===== src/verilog/macro_fetch_macros.svh =====
//////////////////////////////////////////////////////////////////////
// widths for the macro fetch path; LC is a byte address and the
// word address drops its two low bits, so ADDR_WIDTH tracks LC_WIDTH.
//////////////////////////////////////////////////////////////////////

`ifndef MACRO_FETCH_MACROS_SVH
`define MACRO_FETCH_MACROS_SVH

// byte address held in the location counter.
`define LC_WIDTH 26

// one main memory word, four bytes.
`define WORD_WIDTH 32

// a macro-instruction is one halfword.
`define INSTR_WIDTH 16

// word address sent to memory, LC without lc[1:0].
`define ADDR_WIDTH 24

`endif


===== src/verilog/macro_fetch_pkg.sv =====
//////////////////////////////////////////////////////////////////////
// shared types of the macro fetch path; every valid is a 1-cycle strobe.
//////////////////////////////////////////////////////////////////////

`default_nettype none

`include "macro_fetch_macros.svh"

package macro_fetch_pkg;

   // LC_NEXT steps the LC, LC_LOAD jumps to a new one.
   typedef enum logic [1:0]
   {
      LC_NOP  = 2'd0,
      LC_NEXT = 2'd1,
      LC_LOAD = 2'd2
   } lc_cmd_e;

   typedef struct packed
   {
      logic                 valid;
      lc_cmd_e              op;
      logic                 byte_mode; // mode taken on load only.
      logic [`LC_WIDTH-1:0] load_lc;
   } lc_cmd_t;

   typedef struct packed
   {
      logic                   valid;
      logic [`ADDR_WIDTH-1:0] addr;
   } mem_req_t;

   typedef struct packed
   {
      logic                   valid;
      logic [`WORD_WIDTH-1:0] data;
   } mem_rsp_t;

   typedef struct packed
   {
      logic                    valid;
      logic [`INSTR_WIDTH-1:0] instr;
      logic [`LC_WIDTH-1:0]    lc;     // LC of this instruction.
   } instr_out_t;

endpackage

`default_nettype wire


===== src/verilog/instruction_rotator.sv =====
//////////////////////////////////////////////////////////////////////
// byte order in the word is by lc[1:0], byte 0 in bits 7:0.
//////////////////////////////////////////////////////////////////////

`timescale 1ns/10ps
`default_nettype none

`include "macro_fetch_macros.svh"

module instruction_rotator
(
   input  wire                        clk,
   input  wire                        reset,
   input  wire [`WORD_WIDTH-1:0]      word,
   input  wire                        sh4,
   input  wire                        sh3,
   input  wire                        lc_byte_mode,
   input  wire [`LC_WIDTH-1:0]        lc,
   input  wire                        emit,
   input  wire                        word_ready,
   output macro_fetch_pkg::instr_out_t instr
);

   logic [`WORD_WIDTH-1:0]  rot16;
   logic [`WORD_WIDTH-1:0]  rot8;
   logic [`INSTR_WIDTH-1:0] sel;
   logic                    load;
   logic                    valid_q;
   logic [`INSTR_WIDTH-1:0] instr_q;
   logic [`LC_WIDTH-1:0]    lc_q;

   // rotate right by a halfword, then by a byte.
   assign rot16 = sh4 ? {word[`INSTR_WIDTH-1:0], word[`WORD_WIDTH-1:`INSTR_WIDTH]} : word;
   assign rot8  = sh3 ? {rot16[7:0], rot16[`WORD_WIDTH-1:8]} : rot16;
   assign sel   = lc_byte_mode ? {{(`INSTR_WIDTH-8){1'b0}}, rot8[7:0]}
                               : rot8[`INSTR_WIDTH-1:0];

   assign load = emit | word_ready;

   always_ff @(posedge clk)
   begin
      if (reset)
         valid_q <= 1'b0;
      else
         valid_q <= load;
   end

   always_ff @(posedge clk)
   begin
      if (load)
      begin
         instr_q <= sel;
         lc_q    <= lc;              // LC already points here.
      end
   end

   assign instr = '{valid: valid_q, instr: instr_q, lc: lc_q};

endmodule

`default_nettype wire


===== src/verilog/lc_control.sv =====
//////////////////////////////////////////////////////////////////////
// one command in flight; commands while busy are dropped, and LC_NEXT
// before the first LC_LOAD is dropped too.
//////////////////////////////////////////////////////////////////////

`timescale 1ns/10ps
`default_nettype none

`include "macro_fetch_macros.svh"

module lc_control
(
   input  wire                           clk,
   input  wire                           reset,
   input  wire macro_fetch_pkg::lc_cmd_t cmd,
   input  wire [`LC_WIDTH-1:0]           lc,
   input  wire                           lc_byte_mode,
   input  wire                           word_ready,
   input  wire                           ext_int,
   output logic                          lcinc,
   output logic                          destlc,
   output logic                          fetch_start,
   output logic                          emit,
   output logic                          sh4,
   output logic                          sh3,
   output logic                          sintr
);

   logic is_load;
   logic is_next;
   logic accept;
   logic loaded;            // a load has been seen since reset.
   logic busy;
   logic newlc;
   logic lc0b;
   logic have_wrong_word;
   logic last_byte_in_word;
   logic need_fetch;

   //////////////////////////////////////////////////////////////////////
   // command decode
   //////////////////////////////////////////////////////////////////////

   assign is_load = (cmd.op == macro_fetch_pkg::LC_LOAD);
   assign is_next = (cmd.op == macro_fetch_pkg::LC_NEXT);
   assign accept  = cmd.valid & ~busy & (is_load | (is_next & loaded));

   assign destlc = accept & is_load;
   assign lcinc  = accept & is_next;

   //////////////////////////////////////////////////////////////////////
   // fetch decision, taken on the old LC
   //////////////////////////////////////////////////////////////////////

   assign lc0b              = lc[0] & lc_byte_mode;
   assign have_wrong_word   = newlc | destlc;
   assign last_byte_in_word = lc[1] & (lc0b | ~lc_byte_mode); // last slot of word.
   assign need_fetch        = have_wrong_word | last_byte_in_word;

   // rotate selects follow the new LC.
   assign sh4 = lc[1];
   assign sh3 = lc0b;

   always_ff @(posedge clk)
   begin
      if (reset)
      begin
         loaded      <= 1'b0;
         busy        <= 1'b0;
         newlc       <= 1'b0;
         fetch_start <= 1'b0;
         emit        <= 1'b0;
         sintr       <= 1'b0;
      end
      else
      begin
         fetch_start <= accept & need_fetch;
         emit        <= accept & ~need_fetch;
         if (destlc)
            loaded <= 1'b1;
         if (accept)
            busy <= 1'b1;
         else if (emit | word_ready)
            busy <= 1'b0;                 // instruction goes out now.
         if (destlc)
            newlc <= 1'b1;
         else if (word_ready)
            newlc <= 1'b0;                // right word is in.
         if (accept)
            sintr <= ext_int;             // sampled per command.
      end
   end

   //////////////////////////////////////////////////////////////////////
   // checks
   //////////////////////////////////////////////////////////////////////

   // the source must wait for instr.valid before the next command.
   assert property (@(posedge clk) disable iff (reset) cmd.valid |-> !busy)
      else $error("lc_control: command while busy");

   // a fetched word and a direct emit never load the rotator together.
   assert property (@(posedge clk) disable iff (reset) !(word_ready && emit))
      else $error("lc_control: word_ready and emit together");

   assert property (@(posedge clk) disable iff (reset) (cmd.valid && is_next) |-> loaded)
      else $error("lc_control: LC_NEXT before any LC_LOAD");

endmodule

`default_nettype wire


===== src/verilog/location_counter.sv =====
//////////////////////////////////////////////////////////////////////
// byte address LC; a load wins over an increment in the same cycle.
//////////////////////////////////////////////////////////////////////

`timescale 1ns/10ps
`default_nettype none

`include "macro_fetch_macros.svh"

module location_counter
(
   input  wire                   clk,
   input  wire                   reset,
   input  wire                   destlc,
   input  wire                   lcinc,
   input  wire [`LC_WIDTH-1:0]   load_lc,
   input  wire                   byte_mode_in,
   output logic [`LC_WIDTH-1:0]  lc,
   output logic                  lc_byte_mode
);

   logic [1:0]           step;
   logic [`LC_WIDTH-1:0] lc_next;

   // byte mode walks bytes, halfword mode walks halfwords.
   assign step    = lc_byte_mode ? 2'd1 : 2'd2;
   assign lc_next = lc + {{(`LC_WIDTH-2){1'b0}}, step};

   always_ff @(posedge clk)
   begin
      if (reset)
      begin
         lc           <= '0;
         lc_byte_mode <= 1'b0;
      end
      else if (destlc)
      begin
         lc           <= load_lc;
         lc_byte_mode <= byte_mode_in;     // mode only changes on load.
      end
      else if (lcinc)
      begin
         lc <= lc_next;
      end
   end

   // halfword mode never points at an odd byte.
   assert property (@(posedge clk) disable iff (reset) !lc_byte_mode |-> !lc[0])
      else $error("location_counter: odd LC in halfword mode");

endmodule

`default_nettype wire


===== src/verilog/macro_fetch_unit.sv =====
//////////////////////////////////////////////////////////////////////
// no back-pressure on either side; start with LC_LOAD after reset,
// then wait for instr.valid before each following command.
//////////////////////////////////////////////////////////////////////

`timescale 1ns/10ps
`default_nettype none

`include "macro_fetch_macros.svh"

module macro_fetch_unit
(
   input  wire                            clk,
   input  wire                            reset,
   input  wire macro_fetch_pkg::lc_cmd_t  cmd,
   input  wire macro_fetch_pkg::mem_rsp_t mem_rsp,
   input  wire                            ext_int,
   output macro_fetch_pkg::mem_req_t      mem_req,
   output macro_fetch_pkg::instr_out_t    instr,
   output logic                           sintr
);

   logic [`LC_WIDTH-1:0]   lc;
   logic                   lc_byte_mode;
   logic                   lcinc;
   logic                   destlc;
   logic                   fetch_start;
   logic                   emit;
   logic                   sh4;
   logic                   sh3;
   logic                   word_ready;
   logic [`WORD_WIDTH-1:0] word;

   lc_control lc_control_i
   (
      .clk          (clk),
      .reset        (reset),
      .cmd          (cmd),
      .lc           (lc),
      .lc_byte_mode (lc_byte_mode),
      .word_ready   (word_ready),
      .ext_int      (ext_int),
      .lcinc        (lcinc),
      .destlc       (destlc),
      .fetch_start  (fetch_start),
      .emit         (emit),
      .sh4          (sh4),
      .sh3          (sh3),
      .sintr        (sintr)
   );

   location_counter location_counter_i
   (
      .clk          (clk),
      .reset        (reset),
      .destlc       (destlc),
      .lcinc        (lcinc),
      .load_lc      (cmd.load_lc),
      .byte_mode_in (cmd.byte_mode),
      .lc           (lc),
      .lc_byte_mode (lc_byte_mode)
   );

   word_fetcher word_fetcher_i
   (
      .clk         (clk),
      .reset       (reset),
      .fetch_start (fetch_start),
      .lc          (lc),
      .mem_rsp     (mem_rsp),
      .mem_req     (mem_req),
      .word        (word),
      .word_ready  (word_ready)
   );

   instruction_rotator instruction_rotator_i
   (
      .clk          (clk),
      .reset        (reset),
      .word         (word),
      .sh4          (sh4),
      .sh3          (sh3),
      .lc_byte_mode (lc_byte_mode),
      .lc           (lc),
      .emit         (emit),
      .word_ready   (word_ready),
      .instr        (instr)
   );

endmodule

`default_nettype wire


===== src/verilog/word_fetcher.sv =====
//////////////////////////////////////////////////////////////////////
// one word read in flight at a time; memory answers once per request.
//////////////////////////////////////////////////////////////////////

`timescale 1ns/10ps
`default_nettype none

`include "macro_fetch_macros.svh"

module word_fetcher
(
   input  wire                            clk,
   input  wire                            reset,
   input  wire                            fetch_start,
   input  wire [`LC_WIDTH-1:0]            lc,
   input  wire macro_fetch_pkg::mem_rsp_t mem_rsp,
   output macro_fetch_pkg::mem_req_t      mem_req,
   output logic [`WORD_WIDTH-1:0]         word,
   output logic                           word_ready
);

   typedef enum logic
   {
      FETCH_IDLE = 1'b0,
      FETCH_WAIT = 1'b1
   } fetch_state_e;

   fetch_state_e           state;
   logic                   take;
   logic [`WORD_WIDTH-1:0] word_q;

   // request goes out in the fetch_start cycle.
   assign mem_req = '{valid: fetch_start & (state == FETCH_IDLE),
                      addr:  lc[`LC_WIDTH-1:2]};

   assign take       = mem_rsp.valid & (state == FETCH_WAIT);
   assign word_ready = take;
   assign word       = take ? mem_rsp.data : word_q; // bypass on arrival.

   always_ff @(posedge clk)
   begin
      if (reset)
         state <= FETCH_IDLE;
      else
      begin
         case (state)
            FETCH_IDLE:
            begin
               if (fetch_start)
                  state <= FETCH_WAIT;
            end
            FETCH_WAIT:
            begin
               if (mem_rsp.valid)
                  state <= FETCH_IDLE;
            end
            default:
               state <= FETCH_IDLE;
         endcase
      end
   end

   always_ff @(posedge clk)
   begin
      if (take)
         word_q <= mem_rsp.data;       // held for later halfwords.
   end

   // memory only answers a request we made.
   assert property (@(posedge clk) disable iff (reset)
                    mem_rsp.valid |-> (state == FETCH_WAIT))
      else $error("word_fetcher: response while idle");

endmodule

`default_nettype wire

===== config.mk =====
export PLATFORM = sky130hd
export DESIGN_NAME = macro_fetch_unit
export DESIGN_NICKNAME = d
export VERILOG_FILES = /design/src/verilog/macro_fetch_pkg.sv /design/src/verilog/instruction_rotator.sv /design/src/verilog/lc_control.sv /design/src/verilog/location_counter.sv /design/src/verilog/macro_fetch_unit.sv /design/src/verilog/word_fetcher.sv
export VERILOG_INCLUDE_DIRS = /design/src /design/src/verilog
export SDC_FILE = /design/constraint.sdc
export NUM_CORES = 1
export LEC_CHECK = 0
export BUFFER_PORTS_ARGS = -buffer_cell sky130_fd_sc_hd__buf_2
export CAP_MARGIN = 0
export CELL_PAD_IN_SITES_DETAIL_PLACEMENT = 1
export CELL_PAD_IN_SITES_GLOBAL_PLACEMENT = 1
export CORE_MARGIN = 3
export CORE_UTILIZATION = 36
export DETAILED_ROUTE_END_ITERATION = 8
export PLACE_DENSITY_LB_ADDON = 0.1
export SYNTH_ARGS = -nofsm -noshare
export SYNTH_HDL_FRONTEND = slang
export SYNTH_SLANG_ARGS = --single-unit

===== constraint.sdc =====
create_clock -name clk -period 2.1 [get_ports clk]
set_input_delay 0.105 -clock clk [delete_from_list [all_inputs] [get_ports clk]]
set_output_delay 0.105 -clock clk [all_outputs]
set_load 0.005 [all_outputs]

[Word-level counts from Yosys, hierarchy flattened]
Index checks and enable logic that the tools add are counted.
Storage, ports and cells
  word-level logic and storage cells: 53
  input port bits: 66
  bits in registers: 109
  output and inout port bits: 69
Operators by class
  $add $sub $neg: 1
  equality and inequality tests: 2
  muxes and demuxes: 13
  bitwise gates (word level): 20
  reduce and logical (&&, ||, !) cells: 3
Operators by type and width (number)
  two-way mux 26 bit: 2
  two-way mux 32 bit: 1
  adder 26 x 2 -> 26 bit: 1
  two-way mux 24 bit: 1
  two-way mux 16 bit: 1
  AND 1 bit: 11
  two-way mux 1 bit: 6
  nonzero test 2 bit: 3
  bitwise OR 1 bit: 5
  NOT 1 bit: 4
  equality test 2 x 1 -> 1 bit, second input constant: 1
  equality test 2 bit, second input constant: 1
  two-way mux 2 bit: 1
  case mux 1 bit (2 select lines): 1

[Depth between registers and ports, before layout]
  depth in word-level cells: 9
  gate-level depth with buffers: 8
  gate-level depth less buffers: 7

[Modules after synthesis]
From an unflattened synthesis, not the netlist that was laid out.
Unflattened totals
  cell total of the unflattened synthesis: 417
  area total of the unflattened synthesis: 5148.7 um^2
By module, submodules not included
  instruction_rotator: cells an instance 86, instances 1, seq. area each 1281.2 um^2, area each 1774.2 um^2
  location_counter: cells an instance 201, instances 1, seq. area each 540.5 um^2, area each 1685.4 um^2
  word_fetcher: cells an instance 97, instances 1, seq. area each 660.6 um^2, area each 1377.6 um^2
  lc_control: cells an instance 33, instances 1, seq. area each 120.1 um^2, area each 311.5 um^2

[Worst setup path after synthesis]
No wires, ideal clock.
  path kind: register to register
  start: register location_counter_i.lc_byte_mode
  end: register location_counter_i.lc[25]
  arrival: 2.089 ns
  slack: -0.072 ns
  required time: 2.018 ns
  period minus slack after synthesis: 2.172 ns
  setup time: 0.082 ns
  cell stages (with the launch flop): 9
  path buffers: 1
  path through: dfxtp_1 clkbuf_1 inv_1 ha_1 a21oi_1 nor2_1 nand4_1 or4_1 o221ai_1
On the way
  cells in the longest elaborated chain, start to end: 4
RTL lines
  from (decl): line location_counter.sv:19  | output logic lc_byte_mode
  from (signal assigned): line location_counter.sv:39  | lc_byte_mode <= byte_mode_in;
  two-way mux 2 bit: line location_counter.sv:26  | assign step = lc_byte_mode ? 2'd1 : 2'd2;
  adder 26 x 2 -> 26 bit: line location_counter.sv:27  | assign lc_next = lc + {{(`LC_WIDTH-2){1'b0}}, step};
  two-way mux 26 bit: line location_counter.sv:41  | else if (lcinc)
  two-way mux 26 bit: line location_counter.sv:36  | else if (destlc)
  to (signal assigned): line location_counter.sv:38  | lc <= load_lc;
  to (signal assigned): line location_counter.sv:43  | lc <= lc_next;
  to (decl): line location_counter.sv:18  | output logic [`LC_WIDTH-1:0] lc,
No other way between the ends. The select of a mux whose other input is x is not followed.
A chain may end at the register's enable or synchronous reset.

[Worst setup path in the final report]
  start: register location_counter_i.lc_byte_mode
  end: register location_counter_i.lc[24]
The elaborated chain is that of the path after synthesis.

==> flow_metrics.tcl <==
set metrics [dict create \
    run_status "finished with violations" \
    violations "hold timing" \
    clk_pin_slew_worst_paths_ns 0.08 \
    total_leakage_power_nw 2.51 \
    pre_cts_ws_ns -0.0427 \
    rows 41 \
    grt-busiest-layer "met2" \
    synthDistinctLibCells 52 \
    grt.overflow.total 0 \
    drt-vias-per-instance 5.04 \
    drtPass1Iterations 4 \
    netlist_instances 443 \
    layoutNonFillerInstCount 762 \
    antenna_found_initial 0 \
    path_max_fanout 4 \
    finClkSkew_ns 0.0105 \
    data_required_time_at_the_worst_endpoint_ns 2.39 \
    clock_tree_from_tritoncts "done" \
    cp_num_cells 7 \
    grt.met2_usage_pct 33.5 \
    syn_avg_cell_area_sq_um 10.9 \
    p_per_area_mw_per_mm2 796 \
    timing.fmax_mhz 508 \
    fraction_of_final_layout_cells_with_drive_strength_greater_than_1_pct 38.8 \
    post-route-drc-count 0 \
    crit-reg2reg-capture "location_counter_i.lc[24]$_SDFFE_PP0P_" \
    cts.sink_count 109 \
    grtUsageMet1_pct 21.5 \
    detailed_place.area_sq_mm 0.00567 \
    ant_nets 0 \
    timing.critical_path.max_delay_family "simple AND/OR/NAND/NOR gates" \
    cap_violations 0 \
    hold_path_end "location_counter_i.lc_byte_mode$_SDFFE_PP0P_" \
    final.hold.worst_slack_ns -0.000445 \
    initial_core_util_pct 37.5 \
    holdCritPathClass "input pin to register" \
    design_power_total_mw 4.91 \
    finalWorstPathRequiredPeriod_ns 1.97 \
    die_y_um 122 \
    syn-num-nets 513 \
    cts.htree.levels 3 \
    worst_slew_slack_as_a_fraction_of_its_limit_pct 70.7 \
    asyncSetResetFlopFracSynth_pct 0 \
    whs_path_depth 3 \
    synth_top_cell_area_share_pct 27.9 \
    rsz0062_at_grt "yes" \
    gpl.final_weighted_congestion 0.856 \
    crit_type "register to register" \
    wl_per_cell_um 17.3 \
    drt_iter0_markers 195 \
    postSynthRegisterBits 109 \
    synth_sequential_area_ratio_pct 54.1 \
    insertion_delay_ns 0.36 \
    cells_along_the_critical_path "ha_4 > fa_2 > nand3_1 > or2_4 > or3b_1 > or3_1 > a31oi_1" \
    detailedPlacementHpwl_mm 9.44 \
    first_pass_grt_wire_length_mm 21.0 \
    diodes 0 \
    finalWorstSetupSlack_ns 0.133 \
    vdd_ir_drop_max_uv 371 \
    core_region_area_sq_mm 0.0128 \
    grt_util_met3_pct 3.90 \
    finish.net_count 655 \
    critical_path_arrival_ns 2.26 \
    first_global_vias 4118 \
    dr_total_vias 3842 \
    leading_post_synthesis_cells_by_cell_area "sky130_fd_sc_hd__dfxtp_1 28%, sky130_fd_sc_hd__edfxtp_1 26%, sky130_fd_sc_hd__mux2_2 7.7%" \
    finalHoldViolCount 1 \
    synth_edf_count 42 \
    rr_worst_depth 7 \
    cp_num_buf_inv 0 \
    portBuffers 134 \
    area.growth.synth_to_final_pct 28.2 \
    yosys.area.top_type "sky130_fd_sc_hd__dfxtp_1" \
    totalWireLength_mm 13.2 \
    r2r_start "location_counter_i.lc_byte_mode$_SDFFE_PP0P_" \
    ctsLongestPathBuffers 2 \
    final_area_sq_mm 0.00617 \
    cpPeakStageDelay_ns 0.38 \
    min-delay-start "cmd[26]" \
    setup.worst_path.start "location_counter_i.lc_byte_mode$_SDFFE_PP0P_" \
    maxSlewViolCount 0 \
    critPathCaptureType "register" \
    worstSetupStartpointType "register" \
    syn-cell-area_sq_mm 0.00481 \
    number_of_placed_instances_with_taps_included 728 \
    cts_inserted_buffers 9 \
    post_cts.repair.setup_buffers 0 \
    synthFlopType "sky130_fd_sc_hd__dfxtp_1" \
    fp.dieArea_sq_mm 0.0148 \
    cts_root_buffer "sky130_fd_sc_hd__clkbuf_16" \
    worst_tran_pin_value_ns 0.440 \
    timing.reg2reg.setup_slack_ns 0.13 \
    ios 135 \
    grt_start_max_net_pins 36 \
    fp.dieW_um 122 \
    n_fill_cell 1446 \
    setup-violations-final 0 \
    ys_warn_count 0 \
    critical_path.slowest_cell "sky130_fd_sc_hd__or3b_1" \
    all_layer_gr_usage_pct 18.2 \
    period_share_pct 93.7 \
]
what timing repair did:
| action | 4_1_cts | 5_1_grt |
|---|---|---|
| endpoints found under the hold margin | 18 | 0 |
| gates resized for setup | 1 | 7 |
| endpoints found under the setup margin | 1 | 9 |
| pin swaps | 0 | 3 |
| hold buffers | 18 | 0 |
registers in the layout (all words and copies together), names as in the netlist, 16 cells and up:
| signal | count |
|---|---|
| instruction_rotator_i.lc_q | 26 |
| instruction_rotator_i.instr_q | 16 |
| word_fetcher_i.word_q | 32 |
| location_counter_i.lc | 26 |
report_power, final:
group / switching, mW / leakage (nW) / internal, mW / total (mW)
Clock: 0.796 / 0.143 / 0.907 / 1.70
Sequential: 0.0890 / 0.930 / 2.43 / 2.52
Combinational: 0.339 / 1.44 / 0.352 / 0.691
Total: 1.22 / 2.51 / 3.69 / 4.91
logic make-up (layout without fill, tap and decap cells):
logic type / after synthesis / after routing / synth area share [%]
AO/OA/AOI/OAI: 82 / 82 / 11.4
XOR/XNOR: 7 / 7 / 1.27
adder cells (fa/ha/maj): 4 / 4 / 1.20
buffers and inverters: 62 / 209 / 6.94
flip-flops: 109 / 109 / 54.1
multiplexers: 50 / 50 / 11.3
AND/OR/NAND/NOR: 129 / 129 / 13.9
placed cells by master (no fill, tap or decap), types with 4 or more instances in the layout:
cell type,count
sky130_fd_sc_hd__a21oi_1,21
sky130_fd_sc_hd__a22oi_1,7
sky130_fd_sc_hd__nor2_1,24
sky130_fd_sc_hd__edfxtp_1,42
sky130_fd_sc_hd__o21ai_0,10
sky130_fd_sc_hd__a211oi_1,8
sky130_fd_sc_hd__inv_1,12
sky130_fd_sc_hd__a31oi_1,7
sky130_fd_sc_hd__dlygate4sd3_1,18
sky130_fd_sc_hd__or4_1,4
sky130_fd_sc_hd__nand2_1,40
sky130_fd_sc_hd__o211ai_1,15
sky130_fd_sc_hd__mux2_2,33
sky130_fd_sc_hd__mux2i_1,17
sky130_fd_sc_hd__nand4_1,8
sky130_fd_sc_hd__dfxtp_1,64
sky130_fd_sc_hd__clkbuf_16,10
sky130_fd_sc_hd__buf_2,134
sky130_fd_sc_hd__or3_1,5
sky130_fd_sc_hd__xor2_1,4
sky130_fd_sc_hd__buf_4,26
sky130_fd_sc_hd__nand2b_1,9
sky130_fd_sc_hd__nand3_1,15
how the worst max path moves through the flow:
stage	slack [ns]	to
2_1_floorplan	0.03	location_counter_i.lc[24]$_SDFFE_PP0P_
3_3_place_gp	0.03	location_counter_i.lc[24]$_SDFFE_PP0P_
3_5_place_dp	-0.04	location_counter_i.lc[24]$_SDFFE_PP0P_
4_1_cts	0.004	location_counter_i.lc[24]$_SDFFE_PP0P_
5_1_grt	-0.006	location_counter_i.lc[25]$_SDFFE_PP0P_
6_report	0.13	location_counter_i.lc[24]$_SDFFE_PP0P_
synth_stat cells (5+ instances only):
| library cell | n |
|---|---|
| sky130_fd_sc_hd__or3_1 | 5 |
| sky130_fd_sc_hd__mux2_2 | 33 |
| sky130_fd_sc_hd__a22oi_1 | 7 |
| sky130_fd_sc_hd__a21oi_1 | 21 |
| sky130_fd_sc_hd__o21ai_0 | 10 |
| sky130_fd_sc_hd__a211oi_1 | 8 |
| sky130_fd_sc_hd__buf_4 | 25 |
| sky130_fd_sc_hd__nand2_1 | 40 |
| sky130_fd_sc_hd__mux2i_1 | 17 |
| sky130_fd_sc_hd__buf_2 | 6 |
| sky130_fd_sc_hd__nand4_1 | 8 |
| sky130_fd_sc_hd__a31oi_1 | 7 |
| sky130_fd_sc_hd__inv_1 | 13 |
| sky130_fd_sc_hd__dfxtp_1 | 67 |
| sky130_fd_sc_hd__nand2b_1 | 9 |
| sky130_fd_sc_hd__buf_1 | 6 |
| sky130_fd_sc_hd__clkbuf_1 | 12 |
| sky130_fd_sc_hd__nand3_1 | 16 |
| sky130_fd_sc_hd__nor2_1 | 25 |
| sky130_fd_sc_hd__o211ai_1 | 15 |
| sky130_fd_sc_hd__edfxtp_1 | 42 |
through the flow:
| step | utilization (%) | hold slack, ns | setup TNS, ns |
|---|---|---|---|
| detailed placement | 44.2 | 0.354 | -0.0427 |
| global route | 48.1 | 0.0113 | -0.00596 |
| floorplan | - | 0.241 | 0 |
| CTS | 47.9 | 0.000629 | 0 |
| finish | 48.1 | -0.000445 | 0 |
| global placement | 44.2 | 0.348 | 0 |
tightest hold or removal path, delay by kind of cell:
kind	cells	cell delay, ns
buffers and inverters	1	0.10
AO/OA/AOI/OAI	1	0.06
AND/OR/NAND/NOR	1	0.05
per-layer routing:
| layer | part of all wire [%] | wire (um) | vias up |
|---|---|---|---|
| met3 | 4.6 | 607 | 13 |
| met1 | 43 | 5610 | 1873 |
| met5 | 0 | 0 | - |
| met2 | 52 | 6810 | 95 |
| li1 | - | - | 1861 |
| met4 | 1.2 | 160 | 0 |
cell type report:
type / instances / area [sq um] / share of cell area (%)
clock buffer: 11 / 264 / 4.28
clock inverter: 5 / 31.3 / 0.507
inverter: 13 / 48.8 / 0.791
multi-input combinational: 272 / 1920 / 31.1
sequential: 109 / 2610 / 42.3
tap: 172 / 215 / 3.49
timing repair buffer: 180 / 1090 / 17.6
Note: power is estimated with default switching activity, not from simulation.
